[src/videoStartGate.sv]
/*
 * Display start gate
 *  - counts accepted pixel writes after reset
 *  - opens once pPrefill words are buffered, stays open until reset
 */
`default_nettype none

module videoStartGate #(
	parameter int pPrefill = 1920
)(
	input  wire  iFCLK,
	input  wire  iFRST,
	input  wire  i_pixelValid,
	input  wire  i_pixelFull,
	output logic o_timingRun
);

	localparam int lpCntW = $clog2(pPrefill + 1);

	logic [lpCntW-1:0] rCnt;
	logic              wAccept;

	// Same acceptance rule the source sees
	assign wAccept = i_pixelValid && !i_pixelFull;

	always_ff @(posedge iFCLK)
	begin
		if (iFRST)
		begin
			rCnt        <= '0;
			o_timingRun <= 1'b0;
		end
		else if (!o_timingRun && wAccept)
		begin
			rCnt <= rCnt + 1'b1;
			// pPrefill-th write opens the gate
			if (rCnt == lpCntW'(pPrefill - 1))
				o_timingRun <= 1'b1;
		end
	end

	// Once open, only reset closes it
	assert property (@(posedge iFCLK) $fell(o_timingRun) |-> $past(iFRST));

endmodule

`default_nettype wire

[config.mk]
export PLATFORM = sky130hd
export DESIGN_NAME = videoStartGate
export DESIGN_NICKNAME = d
export VERILOG_FILES = /design/src/videoStartGate.sv
export SDC_FILE = /design/constraint.sdc
export NUM_CORES = 1
export LEC_CHECK = 0
export ABC_AREA = 1
export BUFFER_PORTS_ARGS = -buffer_cell sky130_fd_sc_hd__buf_2
export CORE_MARGIN = 3
export CORE_UTILIZATION = 35
export DETAILED_ROUTE_END_ITERATION = 8
export PLACE_DENSITY = 0.49
export SETUP_SLACK_MARGIN = 0.2
export SLEW_MARGIN = 30
export SYNTH_ARGS = -nofsm -noshare
export SYNTH_HDL_FRONTEND = slang
export SYNTH_SLANG_ARGS = --single-unit
[constraint.sdc]
create_clock -name iFCLK -period 1.8 [get_ports iFCLK]
set_input_delay 0 -clock iFCLK [delete_from_list [all_inputs] [get_ports iFCLK]]
set_output_delay 0 -clock iFCLK [all_outputs]
set_load 0.01 [all_outputs]
== Yosys cells after proc, flatten, opt, wreduce, memory -nomap -nowiden ==
Cells that the tools add are included.
Storage, ports and cells
  flip-flop bits (word level): 12
  bits of input ports: 4
  output and inout port bits: 1
  word-level logic and storage cells: 9
Operators by class
  add/sub/neg operators: 1
  equal/unequal tests: 1
  reductions and logical operators: 5
Operators by type and width (number)
  adder 11 x 1 -> 11 bit, second input constant: 1
  == test 11 bit, second input constant: 1
  logical AND 1 bit: 2
  zero test 1 bit: 2
  AND reduction 2 bit: 1

== Logic depth before layout (Yosys ltp) ==
  word-level depth: 4
  depth in mapped cells: 8

== Worst setup path after synthesis ==
No wires, ideal clock.
  path kind: reg2reg
  from: register rCnt[0]
  to: register rCnt[10]
  library setup time: 0.115 ns
  arrival: 1.009 ns
  data required time: 1.685 ns
  path slack: 0.676 ns
  cell stages (with the launch flop): 7
  path buffers: 0
  period minus slack after synthesis: 1.124 ns
  cell sequence: dfxtp_1 -> ha_1 -> nand2_1 -> nor2_2 -> nand3_1 -> nand2_1 -> nor2_1
On the way
  word-level cells in the longest chain between the ends: 1
RTL lines
  start, declared: RTL line 20  | logic [lpCntW-1:0] rCnt;
  start signal, assigned: RTL line 35  | rCnt <= rCnt + 1'b1;
  adder 11 x 1 -> 11 bit: RTL line 35
No other way between the ends.
A chain may end at the register's enable or synchronous reset.

== Final worst setup path ==
Same ends and word-level chain as after synthesis.

==> results.json <==
{
  "clkTransAtPathRegs_ns": 0.07,
  "rsz0062_at_grt": "false",
  "cap_viol_max_count": 0,
  "layout_min_cycle_time_ns": 1.27,
  "post_cts_buffers": 0,
  "port_buffers": 4,
  "clock.fmax_ghz": 0.786,
  "tightestPinTransition_ns": 0.239,
  "dpl.cell_count": 121,
  "final_cells": 125,
  "final.setup.tns_ns": 0,
  "period_share_pct": 70.7,
  "crit_fanout": 5,
  "cp.arrival_ns": 1.43,
  "synth_warnings": 0,
  "clock_skew_ns": 0.00803,
  "track_usage_pct": 11.7,
  "grt-ovfl-total": 0,
  "clock_latency_ns": 0.27,
  "place_area_sq_um": 677,
  "grt_pass1_vias": 522,
  "vdd_drop_max_mv": 0.262,
  "io_pins": 5,
  "ant_nets": 0,
  "core_area_sq_mm": 0.00159,
  "synth_seq_cells": 12,
  "totalWireLength_microns": 1180,
  "synthDistinctLibCells": 16,
  "hp-class": "input port to register",
  "grt_pass1_wl_microns": 2160,
  "relSlewSlack_pct": 84.0,
  "yosysTopAreaCell": "dfxtp_1",
  "clock_sinks": 12,
  "worstPathRequired_ns": 1.96,
  "power.leakage_nw": 0.275,
  "netlist_top_cells_area": "dfxtp_1 (38%), nand2_1 (13%), nor2_1 (11%)",
  "drive_above_1_share_pct": 16.8,
  "place_congestion": 0.741,
  "syn_avg_cell_area_sq_um": 6.74,
  "drc": 0,
  "floorplan.initialDensity_pct": 39.3,
  "postLayoutCellArea_sq_um": 709,
  "first_pass_iters": 4,
  "cts_max_level": 1,
  "cts-buffers-inserted": 3,
  "power_density_mw_per_mm2": 652,
  "start_kind": "register",
  "drv_slew": 0,
  "synth.net_count": 98,
  "hpwlAfterDp_microns": 892,
  "yosysSeqAreaShare_pct": 38.3,
  "utilization_pct": 44.5,
  "cts_root_buf": "clkbuf_4",
  "crit_type": "register to register",
  "crit_path_end_kind": "register",
  "rows": 14,
  "dieArea_sq_mm": 0.00233,
  "grt_antenna_before_repair": 0,
  "die_w_microns": 48.3,
  "syn_to_final_growth_pct": 13.2,
  "synth_area_sq_um": 627,
  "multi_input_area_sq_um": 338,
  "clockBufferDepth": 2,
  "antennaDiodeCount": 0,
  "area.sequential_sq_um": 240,
  "vias": 561,
  "n_fill_cell": 174,
  "hold_viol": 0,
  "vias_per_cell": 4.49,
  "final_nets": 108,
  "synthDominantCellAreaShare_pct": 38.3,
  "wire_per_inst_microns": 9.42,
  "finalSetupViolCount": 0,
  "grt_start_max_net_pins": 11,
  "status": "complete, no violations",
  "synthCells": 93,
  "die_h_microns": 48.3,
  "drt_iter0_markers": 7,
  "cts_tree": "built"
}
==> final cells by class <==
class | instances | area share [%]
clock buffers | 3 | 3.17
flip-flops and latches | 12 | 33.9
inverters | 13 | 6.88
repair buffers | 5 | 4.23
multi-input cells | 68 | 47.6
well taps | 24 | 4.23
==> power by group <==
part | total, mW | internal (mW) | switching [mW]
combinational | 0.0281 | 0.0106 | 0.0175
sequential | 0.271 | 0.268 | 0.00293
clock | 0.164 | 0.0774 | 0.0863
==> flip-flops by register name (all words and copies together) (netlist names) <==
signal / count
o_timingRun: 1
rCnt: 11
==> synth_stat cells <==
master	count
nand2_2	1
nor2_1	19
nor2_2	2
ha_1	1
inv_2	2
a21oi_2	1
xor2_1	1
a21oi_1	5
inv_1	11
nand3_1	9
nor2_4	1
nand3_2	2
dfxtp_1	12
nand2_1	21
nand3_4	1
nor3_1	4
==> cell usage in the layout (no fill, tap or decap), types with 2 or more instances in the layout <==
master and instances:
nand2_1 21, nand3_1 9, nor2_1 19, a21oi_1 5, buf_2 4, nor2_2 2
dfxtp_1 12, nor3_1 4, inv_1 11, nand3_2 2, clkbuf_4 3, inv_2 2
==> worst max-delay path, stage by stage (launching register included) <==
cell and delay [ns]:
dfxtp_1 0.38, ha_1 0.23, nand2_1 0.09, nor2_2 0.24
nand3_1 0.12, nand2_1 0.07, nor2_1 0.04
==> cells by family (layout without fill, tap and decap cells) <==
logic type      Yosys count  count (layout)  share of synthesized area, %
xor+xnor                  1               1                          1.40
compound gates            6               6                          5.39
flops                    12              12                          38.3
buf+inv                  13              21                          7.78
fa+ha+maj                 1               1                          2.00
simple gates             60              60                          45.1
==> path summary, 6_finish.rpt <==
kind                              startpoint          end  slack, ns  cells past startpoint
worst min register to register   o_timingRun  o_timingRun       0.50                      2
worst max-delay path                 rCnt[0]     rCnt[10]       0.53                      6
worst min-delay path            i_pixelValid      rCnt[1]       0.19                      4
worst max register to register       rCnt[0]     rCnt[10]       0.53                      6
==> metrics by stage <==
step	hold slack, ns	setup slack, ns	power, mW
final	0.190	0.528	0.463
after global routing	0.238	0.401	0.485
after CTS	0.187	0.542	0.475
after detailed placement	0.278	0.556	0.305
after global placement	0.273	0.570	0.304
after floorplan	0.0624	0.676	0.294
==> routing by layer <==
metal	up-vias	share of wire, %	GRT usage, %
met5	-	0	0
met4	0	0.76	2.84
met3	2	5.3	5.52
met2	9	43	19.7
met1	242	51	13.3
li1	308	-	-
==> what timing repair did <==
item,in CTS,in global routing
hold buffers,1,0
endpoints found under the hold margin,2,0
resized for setup,0,0
(Power assumes the default switching activity.)
