File: src/videoPkg.sv
/*
 * Shared video definitions
 *  - lineStateE  phase of a line or frame for the timing generator
 *  - cPixelWidth width of one YUYV pixel word
 */
`default_nettype none

package videoPkg;

	//------------------------------------------------------------
	// Line and frame phases
	//------------------------------------------------------------
	// Horizontal and vertical machines walk the same order
	// SYNC first, so a new frame opens with the sync pulse
	typedef enum logic [1:0]
	{
		SYNC   = 2'd0,
		BACK   = 2'd1,
		ACTIVE = 2'd2,
		FRONT  = 2'd3
	} lineStateE;

	//------------------------------------------------------------
	// Pixel word
	//------------------------------------------------------------
	// YUYV packing
	// [7:0]  Y sample
	// [15:8] U or V, alternating per pixel
	localparam int cPixelWidth = 16;

endpackage

`default_nettype wire

File: src/videoTimingGen.sv
/*
 * Display timing generator
 *  - horizontal and vertical phase FSMs with down-counters
 *  - registered HSYNC, VSYNC and DE
 *  - early fetch-enable, one cycle ahead of DE
 */
`default_nettype none

module videoTimingGen #(
	parameter int pHActive = 1920,
	parameter int pHBack   = 148,
	parameter int pHSync   = 44,
	parameter int pHFront  = 88,
	parameter int pVActive = 1080,
	parameter int pVBack   = 36,
	parameter int pVSync   = 5,
	parameter int pVFront  = 4
)(
	input  wire  iFCLK,
	input  wire  i_rst,
	output logic o_hs,
	output logic o_vs,
	output logic o_de,
	output logic o_fetchDe
);

	import videoPkg::*;

	// Counter widths cover a whole line or frame, more than any phase
	localparam int lpHTotal = pHSync + pHBack + pHActive + pHFront;
	localparam int lpVTotal = pVSync + pVBack + pVActive + pVFront;
	localparam int lpHW     = $clog2(lpHTotal);
	localparam int lpVW     = $clog2(lpVTotal);

	lineStateE       rHState;
	lineStateE       rVState;
	logic [lpHW-1:0] rHCnt;
	logic [lpVW-1:0] rVCnt;
	logic            wLineEnd;

	// Last cycle of the front porch closes the line
	assign wLineEnd = (rHState == FRONT) && (rHCnt == '0);

	//------------------------------------------------------------
	// Horizontal phase FSM
	//------------------------------------------------------------
	always_ff @(posedge iFCLK)
	begin
		if (i_rst)
		begin
			rHState <= SYNC;
			rHCnt   <= lpHW'(pHSync - 1);
		end
		else if (rHCnt != '0)
			rHCnt <= rHCnt - 1'b1;
		else
		begin
			// Phase done, load length of the next one
			case (rHState)
				SYNC:
				begin
					rHState <= BACK;
					rHCnt   <= lpHW'(pHBack - 1);
				end
				BACK:
				begin
					rHState <= ACTIVE;
					rHCnt   <= lpHW'(pHActive - 1);
				end
				ACTIVE:
				begin
					rHState <= FRONT;
					rHCnt   <= lpHW'(pHFront - 1);
				end
				default:
				begin
					rHState <= SYNC;
					rHCnt   <= lpHW'(pHSync - 1);
				end
			endcase
		end
	end

	//------------------------------------------------------------
	// Vertical phase FSM, one step per line
	//------------------------------------------------------------
	always_ff @(posedge iFCLK)
	begin
		if (i_rst)
		begin
			rVState <= SYNC;
			rVCnt   <= lpVW'(pVSync - 1);
		end
		else if (wLineEnd)
		begin
			if (rVCnt != '0)
				rVCnt <= rVCnt - 1'b1;
			else
			begin
				case (rVState)
					SYNC:
					begin
						rVState <= BACK;
						rVCnt   <= lpVW'(pVBack - 1);
					end
					BACK:
					begin
						rVState <= ACTIVE;
						rVCnt   <= lpVW'(pVActive - 1);
					end
					ACTIVE:
					begin
						rVState <= FRONT;
						rVCnt   <= lpVW'(pVFront - 1);
					end
					default:
					begin
						rVState <= SYNC;
						rVCnt   <= lpVW'(pVSync - 1);
					end
				endcase
			end
		end
	end

	//------------------------------------------------------------
	// Outputs
	//------------------------------------------------------------
	// FSM position runs one cycle ahead of the pins
	assign o_fetchDe = (rHState == ACTIVE) && (rVState == ACTIVE);

	// Sync and DE delayed together so they stay aligned
	always_ff @(posedge iFCLK)
	begin
		if (i_rst)
		begin
			o_hs <= 1'b0;
			o_vs <= 1'b0;
			o_de <= 1'b0;
		end
		else
		begin
			o_hs <= (rHState == SYNC);
			o_vs <= (rVState == SYNC);
			o_de <= o_fetchDe;
		end
	end

	// Vertical phase only moves after FRONT, so a late DE never crosses it
	assert property (@(posedge iFCLK) disable iff (i_rst)
		o_de |-> (rVState == ACTIVE));

endmodule

`default_nettype wire

File: config.mk
export PLATFORM = sky130hd
export DESIGN_NAME = videoTimingGen
export DESIGN_NICKNAME = d
export VERILOG_FILES = /design/src/videoPkg.sv /design/src/videoTimingGen.sv
export SDC_FILE = /design/constraint.sdc
export NUM_CORES = 1
export LEC_CHECK = 0
export BUFFER_PORTS_ARGS = -buffer_cell sky130_fd_sc_hd__buf_2
export CORE_MARGIN = 2
export CORE_UTILIZATION = 50
export CTS_BUF_LIST = sky130_fd_sc_hd__clkbuf_8
export DETAILED_ROUTE_END_ITERATION = 8
export GPL_TIMING_DRIVEN = 0
export HOLD_SLACK_MARGIN = 0.08
export PLACE_DENSITY = 0.67
export REMOVE_ABC_BUFFERS = 1
export SLEW_MARGIN = 10
export SYNTH_ARGS = -nofsm -noshare
export SYNTH_HDL_FRONTEND = slang
export SYNTH_SLANG_ARGS = --single-unit
File: constraint.sdc
create_clock -name iFCLK -period 6.49 [get_ports iFCLK]
set_input_delay 1.298 -clock iFCLK [delete_from_list [all_inputs] [get_ports iFCLK]]
set_output_delay 1.298 -clock iFCLK [all_outputs]
set_load 0.01 [all_outputs]
* Word level (Yosys, flattened, before mapping)
Cells that the tools add are included.
** Storage, ports and cells
- Register bits after elaboration :: 30
- Input bits :: 2
- Output and inout port bits :: 4
- Logic and storage cells :: 29
** Operators by class
- $add $sub $neg :: 2
- Equal/unequal tests :: 5
- Multiplexer cells :: 6
- Bitwise logic cells :: 1
- Reductions and logical operators :: 8
** Operators by type and width (count)
- $pmux W11 S3 :: 2
- $logic_not A12 Y1 :: 1
- $mux W12 :: 1
- $pmux W2 S3 :: 2
- $reduce_bool A12 Y1 :: 1
- $sub A12 B1 Y12 const B :: 1
- $mux W11 :: 1
- $reduce_bool A11 Y1 :: 1
- $sub A11 B1 Y11 const B :: 1
- $eq A2 B2 Y1 const B :: 3
- $eq A2 B1 Y1 const B :: 2
- $logic_not A2 Y1 :: 2
- $logic_and A1 B1 Y1 :: 2
- $reduce_and A2 Y1 :: 1
- $not A1 Y1 :: 1

* Logic depth before layout (Yosys ltp)
- Word-level depth :: 3
- Depth in mapped cells :: 8
- Gate-level depth less buffers :: 6

* Worst setup path before layout
OpenSTA, ideal clock, no wires.
- Kind :: register -> register
- Start point :: register rHCnt[0]
- End point :: register rHCnt[5]
- Setup time :: 114 ps
- Data arrival time :: 2142 ps
- Required time :: 6376 ps
- Slack :: 4234 ps
- Stages on the path, launching flop included :: 8
- Path buffers :: 1
- Clock period less this slack :: 2256 ps
- Cell sequence :: dfxtp_1 inv_1 ha_1 or4b_1 or4_4 buf_6 or3_1 a21o_1
** On the way
- Cells in the longest elaborated chain, start to end :: 2
** RTL lines
- start: declaration :: RTL line videoTimingGen.sv:37 : logic [lpHW-1:0] rHCnt;
- start signal: assignment :: RTL line videoTimingGen.sv:52 : rHCnt <= lpHW'(pHSync - 1);
- start signal: assignment :: RTL line videoTimingGen.sv:55 : rHCnt <= rHCnt - 1'b1;
- start signal: assignment :: RTL line videoTimingGen.sv:63 : rHCnt <= lpHW'(pHBack - 1);
- $sub A12 B1 Y12 or $reduce_bool A12 Y1 (tied branches) :: RTL line videoTimingGen.sv:55, videoTimingGen.sv:54
- $mux W12 (*) :: RTL line videoTimingGen.sv:54 : else if (rHCnt != '0)
Every way passes the cells marked *; elsewhere a longest branch is shown, timed or not.
A chain may end at the register's enable or synchronous reset.

* Final worst setup path
- Start point :: register rHState[0]
- End point :: output o_fetchDe
** On the way
- Cells in the longest elaborated chain, start to end :: 2
** RTL lines
- start: declaration :: RTL line videoTimingGen.sv:35 : lineStateE rHState;
- start signal: assignment :: RTL line videoTimingGen.sv:51 : rHState <= SYNC;
- start signal: assignment :: RTL line videoTimingGen.sv:62 : rHState <= BACK;
- start signal: assignment :: RTL line videoTimingGen.sv:67 : rHState <= ACTIVE;
- $eq A2 B2 Y1 :: RTL line videoTimingGen.sv:130 : assign o_fetchDe = (rHState == ACTIVE) && (rVState == ACTIVE);
- $logic_and A1 B1 Y1 :: RTL line videoTimingGen.sv:130
- end: declaration :: RTL line videoTimingGen.sv:24 : output logic o_fetchDe
Every way passes these cells.

==> results.cfg <==
[status]
status = finished, final reports clean

[setup_path]
timing.critical_path.to_type = output port
crit_arrival_ps = 1270
crit_fanout = 4
cp_slowest_cell = dfxtp_1
reg2reg_slack_ps = 3960
critical_path_class = flip-flop to output port
path_delay_family = flip-flops
cp-start-kind = flip-flop
r2r_cells = 6
critPathBufInv = 2
cp_data_required_time_ps = 5190
path_depth = 4
setup.worst_path.start = rHState[0]
path_cells = inv_1 > ha_1 > and2_1 > buf_2
cpPeakStageDelay_ps = 390
r2r_start = rHCnt[0]

[final_layout]
multiInputGateArea_um2 = 977
antenna_cells = 0
seq_area_um2 = 601
final_cell_mix = dfxtp_1, inv_1, a21oi_1, nor2_1, ha_1
layout-drive-gt1-share_pct = 9.14
final_nets = 211
final_cell_area_um2 = 1810
fillers = 315
syn_to_final_growth_pct = 7.42
final_common_cell = dfxtp_1

[clock_tree]
path_clk_slew_ps = 60
clock-root-buffer = clkbuf_8
cts_hold_buf = 0
clock_path_buffers = 2
clock-sinks = 30
htreeDepth = 2
clkLatencyLatePin_ps = 280
post_cts_buffers = 0
cts_resized = 0
cts_made_buffers = 5
cts_tree = done

[synth]
netlist_instances = 194
synth_area_um2 = 1690
synth-async-reset-ratio_pct = 0
synth.distinct_cells = 48
synth_edf_count = 0
synthFlopType = dfxtp_1
ys_seq_elements = 30
synth_seq_area_share_pct = 35.6
yosysWarnings = 0
syn_area_per_cell_um2 = 8.69

[floorplan]
coreArea_um2 = 3280
fp.dieH_um = 62.1
die_width_um = 62.1
die_area_um2 = 3850
initial_core_util_pct = 51.4
fp-row-count = 21
ios = 6

[placement]
dp_hpwl_um = 2360
postPlaceCellArea_um2 = 1720
io_buffers = 5
routabilityCongestion = 0.864
place_ws_ps = 3970

[hold_path]
hp-start = rHCnt[0]
min_path_cells = 1
hold_class = flip-flop to flip-flop

[timing]
final-hold-violation-count = 0
fin_skew_ps = 6.07
totalNegativeSetupSlack_ps = 0
finalSetupViolations = 0
period_needed_ps = 2570
grt_setup_unrepaired = no
max_clock_freq_ghz = 0.389
max-slew-margin-rel_pct = 39.1
period_share_pct = 39.6
whs_ps = 407
worst_slew_pin_slew_ps = 905
final_critical_path_setup_slack_ps = 3920
drv_slew = 0

[global_route]
grt_max_degree = 29
grt_pass1_wl_um = 5840
antenna_found_initial = 0
grt_usage_pct = 20.5
first_global_vias = 1300
grt_overflow = 0

[pwr]
powerDensity_nw_per_um2 = 194
leakage_nw = 0.658
ir_worst_vdd_v = 0.000155

[drt]
vias_per_cell = 5.74
drc = 0
vias = 1394
wl_um = 3420
drt_iter0_drc = 94
dr.pass1.iters = 4
wire_per_inst_um = 14.1
ant_nets = 0

[run]
cap_violations = 0
-- path summary, 6_finish.rpt --
check / endpoint
hold / removal: rHCnt[0]
setup / recovery: o_fetchDe
hold reg to reg: rHCnt[0]
setup reg to reg: rVCnt[9]
-- flip-flops by register name, indices dropped and copies added (netlist names) --
name,count
rHCnt,12
o_vs,1
o_de,1
rVState,2
rHState,2
rVCnt,11
o_hs,1
-- where the power goes --
| group | leakage [nW] | switching, mW | internal [mW] |
|---|---|---|---|
| Clock | 0.0524 | 0.0690 | 0.0838 |
| Combinational | 0.362 | 0.00718 | 0.00364 |
| Sequential | 0.243 | 0.00196 | 0.187 |
-- cell families after synthesis --
kind of cell / count (synthesis) / synth area share [%]
flip-flops: 30 / 35.6
AO/OA/AOI/OAI: 43 / 17.9
AND/OR/NAND/NOR: 72 / 24.9
multiplexers: 4 / 2.45
buffers and inverters: 26 / 6.45
XOR/XNOR: 6 / 3.12
adder cells (fa/ha/maj): 13 / 9.64
-- metal layers --
layer	part of all wire [%]	GRT usage, %	vias to the layer above	wire length [um]
met5	0	0	-	0
met4	0.41	6.69	0	14
met3	2.6	5.18	2	88
met2	47	32.3	14	1610
met1	50	27.4	664	1710
li1	-	-	714	-
-- area by class of cell --
| type | count | share of cell area (%) |
|---|---|---|
| repair buffers | 5 | 1.38 |
| inverters | 16 | 3.31 |
| flip-flops and latches | 30 | 33.1 |
| clock buffers | 6 | 4.56 |
| clock inverters | 2 | 0.483 |
| well taps | 46 | 3.18 |
| multi-input cells | 138 | 53.9 |
-- cell usage after synthesis, types with 2 or more instances --
cell / number / share of area, %
a211oi_1: 5 / 2.2
a21o_1: 2 / 0.89
a21oi_1: 13 / 3.9
a31oi_1: 2 / 0.74
and2_1: 2 / 0.74
buf_1: 2 / 0.45
buf_2: 3 / 0.89
clkbuf_1: 4 / 0.89
dfxtp_1: 30 / 36
ha_1: 13 / 9.6
inv_1: 16 / 3.6
mux2i_1: 3 / 1.8
nand2_1: 12 / 2.7
nand2b_1: 2 / 0.74
nand3_1: 5 / 1.5
nand4_1: 4 / 1.5
nor2_1: 13 / 2.9
nor2b_1: 3 / 1.1
nor3_1: 7 / 2.1
nor4_1: 2 / 0.74
nor4b_1: 2 / 1.0
o21ai_1: 2 / 0.59
o31ai_1: 3 / 1.3
o32ai_1: 6 / 3.1
o41ai_1: 2 / 1.0
or3_1: 7 / 2.6
or3b_2: 2 / 1.0
or4_1: 3 / 1.3
xnor2_1: 4 / 2.1
xor2_1: 2 / 1.0
-- per-stage QoR --
stage	power [mW]	cells	util, %
after floorplan	0.199	184	-
after global placement	0.203	235	52.4
after detailed placement	0.204	235	52.4
after CTS	0.358	243	55.2
after global routing	0.369	243	55.2
final	0.352	243	55.2
No activity file was read; power rests on OpenSTA's default activity.
